**src/rtl/memCtrlPkg.sv**
```systemverilog
package memCtrlPkg;

    // bus widths
    localparam int ADDR_W = 32;
    localparam int BYTE_W = 8;
    localparam int WORD_W = 32;

    // bytes in one instruction or data word
    localparam int WORD_BYTES = 4;

    // wide enough to count up to WORD_BYTES
    localparam int LEN_W = 3;

    typedef enum logic {
        opLoad,
        opStore
    } accessOp_t;

    // value is the number of bytes moved
    typedef enum logic [LEN_W-1:0] {
        lenByte = 3'd1,
        lenHalf = 3'd2,
        lenWord = 3'd4
    } accessLen_t;

    // current owner of the RAM port
    typedef enum logic [1:0] {
        ownNone,
        ownData,
        ownFetch
    } owner_t;

endpackage

```
**src/rtl/ramBusIf.sv**
```systemverilog
interface ramBusIf
    import memCtrlPkg::*;
();

    // requester to arbiter
    logic              req;
    logic              last;
    logic              write;
    logic [ADDR_W-1:0] addr;
    logic [BYTE_W-1:0] wdata;

    // arbiter to requester
    logic              gnt;
    logic [BYTE_W-1:0] rdata;

    modport requester (
        output req,
        output last,
        output write,
        output addr,
        output wdata,
        input  gnt,
        input  rdata
    );

    modport arbiter (
        input  req,
        input  last,
        input  write,
        input  addr,
        input  wdata,
        output gnt,
        output rdata
    );

endinterface

```
**src/rtl/fetchUnit.sv**
```systemverilog
module fetchUnit
    import memCtrlPkg::*;
(
    input  logic              clk,
    input  logic              rst,
    input  logic              i_req,
    input  logic [ADDR_W-1:0] i_addr,
    output logic              o_done,
    output logic [WORD_W-1:0] o_inst,
    ramBusIf.requester        bus
);

    logic                              busy;
    logic [ADDR_W-1:0]                 baseAddr;
    logic [LEN_W-1:0]                  beat;
    logic                              inFlight;
    logic [(WORD_BYTES-1)*BYTE_W-1:0]  byteStore;
    logic                              start;
    logic                              closing;
    logic                              beatDone;

    // the cycle of done still sees the old request
    assign start    = i_req && !busy && !o_done;
    // beat after the four reads issues nothing
    assign closing  = (beat == LEN_W'(WORD_BYTES));
    assign beatDone = busy && bus.gnt;

    assign bus.req   = busy;
    assign bus.last  = busy && closing;
    assign bus.write = 1'b0;
    assign bus.addr  = baseAddr + ADDR_W'(beat);
    assign bus.wdata = '0;

    always_ff @(posedge clk) begin
        if (rst) begin
            busy     <= 1'b0;
            beat     <= '0;
            inFlight <= 1'b0;
            o_done   <= 1'b0;
        end else begin
            // read data shows up one cycle after a granted beat
            inFlight <= beatDone && !closing;
            o_done   <= beatDone && closing;
            if (start) begin
                busy <= 1'b1;
                beat <= '0;
            end else if (beatDone) begin
                if (closing) begin
                    busy <= 1'b0;
                end else begin
                    beat <= beat + LEN_W'(1);
                end
            end
        end
    end

    always_ff @(posedge clk) begin
        if (start) begin
            baseAddr <= i_addr;
        end
        if (inFlight) begin
            if (closing) begin
                // top byte arrives while the closing beat is pending
                o_inst <= {bus.rdata, byteStore};
            end else begin
                byteStore <= {bus.rdata, byteStore[(WORD_BYTES-1)*BYTE_W-1:BYTE_W]};
            end
        end
    end

endmodule

```
**src/rtl/dataUnit.sv**
```systemverilog
module dataUnit
    import memCtrlPkg::*;
(
    input  logic              clk,
    input  logic              rst,
    input  logic              i_req,
    input  accessOp_t         i_op,
    input  accessLen_t        i_len,
    input  logic [ADDR_W-1:0] i_addr,
    input  logic [WORD_W-1:0] i_wdata,
    output logic              o_done,
    output logic [WORD_W-1:0] o_rdata,
    ramBusIf.requester        bus
);

    logic              busy;
    accessOp_t         opReg;
    accessLen_t        lenReg;
    logic [ADDR_W-1:0] baseAddr;
    logic [WORD_W-1:0] wdataReg;
    logic [LEN_W-1:0]  beat;
    logic [LEN_W-1:0]  capLane;
    logic              inFlight;
    logic              isStore;
    logic              finalBeat;
    logic              start;
    logic              beatDone;

    assign start    = i_req && !busy && !o_done;
    assign isStore  = (opReg == opStore);
    assign beatDone = busy && bus.gnt;

    // store ends on its last write, load one beat after its last read
    assign finalBeat = isStore ? (beat + LEN_W'(1) == LEN_W'(lenReg))
                               : (beat == LEN_W'(lenReg));

    // lane of the byte that is returning this cycle
    assign capLane = beat - LEN_W'(1);

    assign bus.req   = busy;
    assign bus.last  = busy && finalBeat;
    assign bus.write = busy && isStore;
    assign bus.addr  = baseAddr + ADDR_W'(beat);
    assign bus.wdata = BYTE_W'(wdataReg >> (BYTE_W * beat));

    always_ff @(posedge clk) begin
        if (rst) begin
            busy     <= 1'b0;
            beat     <= '0;
            inFlight <= 1'b0;
            o_done   <= 1'b0;
        end else begin
            inFlight <= beatDone && !finalBeat && !isStore;
            o_done   <= beatDone && finalBeat;
            if (start) begin
                busy <= 1'b1;
                beat <= '0;
            end else if (beatDone) begin
                if (finalBeat) begin
                    busy <= 1'b0;
                end else begin
                    beat <= beat + LEN_W'(1);
                end
            end
        end
    end

    always_ff @(posedge clk) begin
        if (start) begin
            opReg    <= i_op;
            lenReg   <= i_len;
            baseAddr <= i_addr;
            wdataReg <= i_wdata;
            // unused upper lanes stay zero for short loads
            o_rdata  <= '0;
        end else if (inFlight) begin
            o_rdata[BYTE_W*capLane +: BYTE_W] <= bus.rdata;
        end
    end

endmodule

```
**src/rtl/busArbiter.sv**
```systemverilog
module busArbiter
    import memCtrlPkg::*;
(
    input  logic              clk,
    input  logic              rst,
    input  logic              i_rdy,
    input  logic              i_ioBufferFull,
    input  logic [BYTE_W-1:0] i_memRdata,
    output logic              o_memWrite,
    output logic [ADDR_W-1:0] o_memAddr,
    output logic [BYTE_W-1:0] o_memWdata,
    ramBusIf.arbiter          dataBus,
    ramBusIf.arbiter          fetchBus
);

    owner_t owner;
    owner_t activeOwner;
    logic   stall;
    logic   freePort;

    assign stall = !i_rdy || i_ioBufferFull;

    // data wins when both are waiting
    always_comb begin
        activeOwner = owner;
        if (owner == ownNone) begin
            if (dataBus.req) begin
                activeOwner = ownData;
            end else if (fetchBus.req) begin
                activeOwner = ownFetch;
            end
        end
    end

    assign dataBus.gnt  = !stall && (activeOwner == ownData);
    assign fetchBus.gnt = !stall && (activeOwner == ownFetch);

    assign freePort = (dataBus.gnt && dataBus.last) || (fetchBus.gnt && fetchBus.last);

    always_ff @(posedge clk) begin
        if (rst) begin
            owner <= ownNone;
        end else if (!stall) begin
            owner <= freePort ? ownNone : activeOwner;
        end
    end

    // idle port reads address 0
    always_comb begin
        o_memWrite = 1'b0;
        o_memAddr  = '0;
        o_memWdata = '0;
        if (dataBus.gnt) begin
            o_memWrite = dataBus.write;
            o_memAddr  = dataBus.addr;
            o_memWdata = dataBus.wdata;
        end else if (fetchBus.gnt) begin
            o_memWrite = fetchBus.write;
            o_memAddr  = fetchBus.addr;
            o_memWdata = fetchBus.wdata;
        end
    end

    assign dataBus.rdata  = i_memRdata;
    assign fetchBus.rdata = i_memRdata;

endmodule

```
**src/rtl/memCtrl.sv**
```systemverilog
module memCtrl
    import memCtrlPkg::*;
(
    input  logic              clk,
    input  logic              rst,
    input  logic              i_rdy,
    input  logic              i_ioBufferFull,

    // instruction fetch
    input  logic              i_fetchReq,
    input  logic [ADDR_W-1:0] i_fetchAddr,
    output logic              o_fetchDone,
    output logic [WORD_W-1:0] o_fetchInst,

    // loads and stores
    input  logic              i_dataReq,
    input  accessOp_t         i_dataOp,
    input  accessLen_t        i_dataLen,
    input  logic [ADDR_W-1:0] i_dataAddr,
    input  logic [WORD_W-1:0] i_dataWdata,
    output logic              o_dataDone,
    output logic [WORD_W-1:0] o_dataRdata,

    // external RAM
    output logic              o_memWrite,
    output logic [ADDR_W-1:0] o_memAddr,
    output logic [BYTE_W-1:0] o_memWdata,
    input  logic [BYTE_W-1:0] i_memRdata
);

    ramBusIf fetchBus ();
    ramBusIf dataBus ();

    fetchUnit u_fetchUnit (
        .clk    (clk),
        .rst    (rst),
        .i_req  (i_fetchReq),
        .i_addr (i_fetchAddr),
        .o_done (o_fetchDone),
        .o_inst (o_fetchInst),
        .bus    (fetchBus.requester)
    );

    dataUnit u_dataUnit (
        .clk     (clk),
        .rst     (rst),
        .i_req   (i_dataReq),
        .i_op    (i_dataOp),
        .i_len   (i_dataLen),
        .i_addr  (i_dataAddr),
        .i_wdata (i_dataWdata),
        .o_done  (o_dataDone),
        .o_rdata (o_dataRdata),
        .bus     (dataBus.requester)
    );

    busArbiter u_busArbiter (
        .clk            (clk),
        .rst            (rst),
        .i_rdy          (i_rdy),
        .i_ioBufferFull (i_ioBufferFull),
        .i_memRdata     (i_memRdata),
        .o_memWrite     (o_memWrite),
        .o_memAddr      (o_memAddr),
        .o_memWdata     (o_memWdata),
        .dataBus        (dataBus.arbiter),
        .fetchBus       (fetchBus.arbiter)
    );

endmodule

```
**config.mk**
```make
export PLATFORM = sky130hd
export DESIGN_NAME = memCtrl
export DESIGN_NICKNAME = d
export VERILOG_FILES = /design/src/rtl/memCtrlPkg.sv /design/src/rtl/ramBusIf.sv /design/src/rtl/fetchUnit.sv /design/src/rtl/dataUnit.sv /design/src/rtl/busArbiter.sv /design/src/rtl/memCtrl.sv
export SDC_FILE = /design/constraint.sdc
export NUM_CORES = 1
export LEC_CHECK = 0
export ABC_CLOCK_PERIOD_IN_PS = 3200
export BUFFER_PORTS_ARGS = -buffer_cell sky130_fd_sc_hd__buf_4
export CAP_MARGIN = 20
export CORE_ASPECT_RATIO = 1.75
export CORE_MARGIN = 2
export CORE_UTILIZATION = 40
export DETAILED_ROUTE_END_ITERATION = 8
export PLACE_DENSITY = 0.65
export REMOVE_ABC_BUFFERS = 1
export SKIP_CTS_REPAIR_TIMING = 1
export SYNTH_ARGS = -nofsm -noshare
export SYNTH_HDL_FRONTEND = slang
export SYNTH_HIERARCHICAL = 1
export SYNTH_SLANG_ARGS = --single-unit
```
**constraint.sdc**
```tcl
create_clock -name clk -period 3.2 [get_ports clk]
set_input_delay 0.32 -clock clk [delete_from_list [all_inputs] [get_ports clk]]
set_output_delay 0.32 -clock clk [all_outputs]
set_load 0.01 [all_outputs]
```
==> impl_metrics.py, run 1 <==
metrics = {
    "die": {
        "die_w_um": 117,
        "rows": 72,
        "initial_core_util_pct": 40.8,
        "fp.dieH_um": 202,
        "io_pins": 221,
        "die-area_mm2": 0.0238,
        "coreArea_mm2": 0.0221,
    },
    "outcome": {
        "outcome": "finished, final reports clean",
    },
    "sta": {
        "min_period_ns": 3.07,
        "relSlewSlack_pct": 42.1,
        "maxSlewViolCount": 0,
        "fin_ws_ns": 0.132,
        "min_period_over_period_pct": 95.9,
        "finalSetupViolCount": 0,
        "worst_slew_pin_slew_ns": 0.869,
        "clock_skew_ns": 0.00844,
        "rsz0062_at_grt": "false",
        "clock.fmax_ghz": 0.326,
        "setup_tns_ns": 0,
        "finalHoldViolations": 0,
    },
    "global_routing": {
        "gr-usage-all-layers_pct": 17.8,
        "grt_max_degree": 65,
        "grt_pass1_wl_um": 33100,
        "antenna_found_initial": 0,
        "grt_overflow_total": 0,
        "grt_pass1_vias": 6083,
    },
    "layout": {
        "nets": 1112,
        "diodes": 0,
        "area_growth_pct": 39.5,
        "drive_gt1_share_pct": 30.6,
    },
    "cts": {
        "clkTransAtPathRegs_ns": 0.06,
        "clockBufferDepth": 3,
        "cts_tree": "built",
        "clock_sinks": 202,
        "cts_buffers": 21,
        "htreeDepth": 1,
        "clock_latency_ns": 0.50,
        "clockRootBuffer": "clkbuf_16",
    },
    "power_and_ir_drop": {
        "powerDensity_mw_per_mm2": 471,
        "p_leak_nw": 4.91,
        "finalPower_w": 0.00592,
        "peakVddDrop_mv": 0.404,
    },
    "placed_design": {
        "numPortBuffers": 220,
        "dp_hpwl_um": 15900,
        "dp_slack_ns": 0.603,
        "gp_congestion": 0.822,
    },
    "route": {
        "drc": 0,
        "dr.pass1.iters": 5,
        "drt_iter0_drc": 341,
        "vias_per_cell": 5.05,
        "ant_nets": 0,
        "wl_um": 23400,
        "wl_per_cell_um": 18.1,
        "vias": 6509,
    },
    "yosys": {
        "async_reset_ff_share_pct": 0,
        "synth_seq_cells": 202,
        "synth_top_area_share_pct": 52.1,
        "synth_area_mm2": 0.00900,
        "synth.area.top_cells": "edfxtp_1 52%, dfxtp_1 10%, xnor2_1 5.5%",
        "syn-mean-instance-area_um2": 13.6,
        "ys_types": 57,
        "synth.most_common_cell": "edfxtp_1",
        "synth_edf_count": 156,
        "synth_flop_cell": "edfxtp_1",
        "syn_inst": 660,
        "yosys-top-cells-count": "156 x edfxtp_1, 56 x nand3_1, 56 x xnor2_1, 46 x dfxtp_1, 43 x nand2_1",
        "ys_warn_count": 6,
        "yosysSeqAreaShare_pct": 62.3,
        "yosysTopAreaCell": "edfxtp_1",
    },
    "setup_path": {
        "ff2ff_setup_slack_ns": 0.73,
        "worstRegToRegCells": 8,
        "endpoint_kind": "primary output",
        "critPathArrivalTime_ns": 2.75,
        "start_kind": "flop",
        "crit_required_ns": 2.88,
        "r2r-end": "u_dataUnit/o_rdata[2]",
        "r2r_start": "u_dataUnit/beat[0]",
        "crit_fanout": 5,
        "criticalPathCategory": "flop to primary output",
    },
    "worst_hold_path": {
        "hold_start": "i_memRdata[2]",
        "min_to": "u_fetchUnit/byteStore[18]",
        "hold_depth": 1,
        "hold_class": "input pin to flop",
    },
    "run": {
        "drv_cap": 0,
    },
}
## kinds of logic after synthesis
logic type,after synthesis,share of synthesized area (%)
compound gates,83,6.80
buf+inv,56,3.98
flops,202,62.3
other cells,1,0.0417
xor+xnor,68,6.62
mux,20,3.34
simple gates,213,14.4
fa+ha+maj,17,2.53
## flip-flops by register name (all words and copies together) (netlist names), 2 cells and up
signal,count
u_dataUnit/o_rdata,32
u_dataUnit/wdataReg,32
u_fetchUnit/byteStore,24
u_fetchUnit/o_inst,32
u_fetchUnit/baseAddr,32
u_dataUnit/baseAddr,32
u_dataUnit/beat,3
u_fetchUnit/beat,3
u_dataUnit/lenReg,3
u_busArbiter/owner,2
## area by class of cell
class	instances	area [µm²]
clock buffer	29	597
clock inverter	7	83.8
fill	1793	9520
inverter	11	41.3
multi-input combinational	410	3080
sequential	202	5610
tap	296	370
timing repair buffer	335	2770
## per-stage QoR
stage	util, %	std cells	instance area [µm²]	hold WS [ns]
floorplan	-	623	8710	0.392
global placement	49.1	1152	10800	0.402
detailed placement	49.1	1152	10800	0.407
CTS	52.2	1188	11500	-0.0263
global route	56.8	1290	12500	0.0465
finish	56.8	1290	12500	0.0590
## where the power goes
| group | internal, W | total [W] | switching [W] |
|---|---|---|---|
| sequential | 0.00292 | 0.00300 | 0.0000730 |
| clock | 0.00146 | 0.00241 | 0.000950 |
| combinational | 0.000289 | 0.000508 | 0.000220 |
## worst max path at each step
stage	startpoint	slack [ns]	to	depth (start not counted)
global placement	u_dataUnit/beat[0]	0.68	o_memAddr[26]	9
floorplan	u_dataUnit/bus.req	-1.68	u_dataUnit/beat[0]	4
CTS	u_dataUnit/beat[0]	0.07	o_memAddr[26]	9
finish	u_fetchUnit/baseAddr[0]	0.13	o_memAddr[8]	8
detailed placement	u_dataUnit/beat[0]	0.60	o_memAddr[26]	9
global route	u_fetchUnit/baseAddr[0]	0.01	o_memAddr[8]	8
## layout by cell type, fill, tap and decap left out, types with 5 or more instances in the layout
cell,n
xnor2_1,56
conb_1,9
ha_1,15
nand4_1,21
dfxtp_1,46
clkbuf_16,22
mux4_2,8
clkbuf_1,5
and2_1,5
nand2_1,43
dlygate4sd3_1,100
nand3_1,56
buf_4,235
xor2_1,12
nor2b_1,9
nor2_1,23
a21oi_1,32
a22o_1,41
and3_1,13
nor4_4,5
inv_1,10
edfxtp_1,156
mux2i_1,12
## routing by layer
layer  up-vias  GRT usage (%)  part of all wire [%]
met5         -              0                     0
met3        69           2.96                   4.5
met4         0           9.98                   4.8
met1      3105           18.9                    35
met2       247           33.0                    55
li1       3088              -                     -
## worst max-delay path, cell delays in order, from the launching register on
cell	delay, ns
edfxtp_1	0.37
ha_1	0.23
fa_1	0.40
a21oi_1	0.39
nor2_1	0.23
nand3_1	0.15
xnor2_1	0.14
a22o_1	0.20
buf_4	0.13
Note: power is estimated with default switching activity, not from simulation.
==> run 2, diff against run 1 <==
--- a/config.mk
+++ b/config.mk
@@ -12,6 +12,8 @@
 export CORE_MARGIN = 2
 export CORE_UTILIZATION = 40
 export DETAILED_ROUTE_END_ITERATION = 8
+export GPL_ROUTABILITY_DRIVEN = 0
+export MAX_ROUTING_LAYER = met4
 export PLACE_DENSITY = 0.65
 export REMOVE_ABC_BUFFERS = 1
 export SKIP_CTS_REPAIR_TIMING = 1
==> run 2 against run 1 <==
Clock-buffer cell count stayed put; sequential share of layout area unchanged; via count down 0.83%; utilization unchanged; largest cell class unchanged; register-to-register slack worse by 0.02 ns; fmax rose by 0.34%; sequential power about the same; clock power about the same; global-route usage up 0.51 points.
==> impl_metrics.py, run 2 (synthesis gave the netlist of run 1 again) <==
metrics = {
    "setup_path": {
        "ff2ff_setup_slack_ns": 0.71,
        "r2r_start": "u_dataUnit/beat[0]",
        "r2r-end": "u_dataUnit/o_rdata[2]",
        "criticalPathCategory": "flop to primary output",
        "crit_fanout": 5,
        "worstRegToRegCells": 8,
        "critPathArrivalTime_ns": 2.74,
        "cp-startpoint": "u_fetchUnit/baseAddr[0]",
        "start_kind": "flop",
        "crit_required_ns": 2.88,
        "endpoint_kind": "primary output",
    },
    "global_routing": {
        "antenna_found_initial": 0,
        "grt_overflow_total": 0,
        "grt_pass1_vias": 6096,
        "grt_pass1_wl_um": 33000,
        "grt_max_degree": 65,
        "gr-usage-all-layers_pct": 18.3,
    },
    "die": {
        "die_w_um": 117,
        "initial_core_util_pct": 40.8,
        "io_pins": 221,
        "coreArea_mm2": 0.0221,
        "fp.dieH_um": 202,
        "die-area_mm2": 0.0238,
        "rows": 72,
    },
    "sta": {
        "setup_tns_ns": 0,
        "clock.fmax_ghz": 0.327,
        "holdWs_ns": 0.0603,
        "clock_skew_ns": 0.0107,
        "finalHoldViolations": 0,
        "maxSlewViolCount": 0,
        "min_period_over_period_pct": 95.6,
        "relSlewSlack_pct": 42.7,
        "rsz0062_at_grt": "false",
        "min_period_ns": 3.06,
        "worst_slew_pin_slew_ns": 0.859,
        "finalSetupViolCount": 0,
    },
    "worst_hold_path": {
        "hold_depth": 1,
        "min_to": "u_fetchUnit/byteStore[18]",
        "hold_class": "input pin to flop",
        "hold_start": "i_memRdata[2]",
    },
    "layout": {
        "diodes": 0,
        "mostFrequentLayoutCells": "235 x buf_4, 156 x edfxtp_1, 100 x dlygate4sd3_1, 56 x xnor2_1, 56 x nand3_1",
        "nets": 1112,
        "instances_no_fill": 1290,
        "fin_util_pct": 56.8,
        "layout_commonest_cell": "buf_4",
        "drive_gt1_share_pct": 30.6,
        "area_growth_pct": 39.5,
    },
    "cts": {
        "cts_tree": "built",
        "clock_latency_ns": 0.50,
        "clockRootBuffer": "clkbuf_16",
        "clkTransAtPathRegs_ns": 0.06,
        "clockBufferDepth": 3,
        "clock_sinks": 202,
        "cts_buffers": 21,
        "htreeDepth": 1,
    },
    "power_and_ir_drop": {
        "peakVddDrop_mv": 0.405,
        "p_leak_nw": 4.91,
        "finalPower_w": 0.00591,
        "powerDensity_mw_per_mm2": 471,
    },
    "route": {
        "vias": 6455,
        "ant_nets": 0,
        "dr.pass1.iters": 4,
        "wl_per_cell_um": 18.2,
        "vias_per_cell": 5.00,
        "wl_um": 23500,
        "drc": 0,
        "drt_iter0_drc": 369,
    },
    "placed_design": {
        "dp_hpwl_um": 15900,
        "numPortBuffers": 220,
        "dp_cells": 1152,
    },
    "outcome": {
        "outcome": "finished, final reports clean",
    },
    "run": {
        "drv_cap": 0,
    },
}
-- run 2: per-stage QoR --
| stage | area (µm²) | setup slack [ns] |
|---|---|---|
| 2_1_floorplan | 8710 | -1.68 |
| 3_3_place_gp | 10800 | 0.682 |
| 3_5_place_dp | 10800 | 0.603 |
| 4_1_cts | 11500 | 0.0714 |
| 5_1_grt | 12500 | 0.0138 |
| 6_report | 12500 | 0.142 |
-- run 2: how the worst max path moves through the flow --
| stage | depth (start not counted) | end |
|---|---|---|
| 2_1_floorplan | 4 | u_dataUnit/beat[0] |
| 3_3_place_gp | 9 | o_memAddr[26] |
| 3_5_place_dp | 9 | o_memAddr[26] |
| 4_1_cts | 9 | o_memAddr[26] |
| 5_1_grt | 8 | o_memAddr[8] |
| 6_report | 8 | o_memAddr[8] |
-- run 2: area by class of cell --
type / instances / area, µm²
tap: 296 / 370
clock inverter: 7 / 83.8
fill: 1793 / 9520
clock buffer: 29 / 597
multi-input combinational: 410 / 3080
timing repair buffer: 335 / 2770
sequential: 202 / 5610
inverter: 11 / 41.3
-- run 2: critical path, stage by stage, from the launching register on --
cell and delay, ns:
edfxtp_1 0.37, ha_1 0.23, fa_1 0.40, a21oi_1 0.39, nor2_1 0.23, nand3_1 0.15
xnor2_1 0.14, a22o_1 0.20, buf_4 0.13
-- run 2: per-layer routing --
metal | up-vias | GRT usage, % | share of wire [%]
li1 | 3085 | - | -
met1 | 3080 | 18.9 | 36
met2 | 217 | 33.1 | 56
met3 | 73 | 2.77 | 4.3
met4 | 0 | 9.98 | 4.3
met5 | - | - | 0
-- run 2: report_power, final --
part / total, W / switching, W / internal, W
Clock: 0.00241 / 0.000949 / 0.00146
Combinational: 0.000508 / 0.000219 / 0.000289
Sequential: 0.00300 / 0.0000732 / 0.00292
Total: 0.00591 / 0.00124 / 0.00467
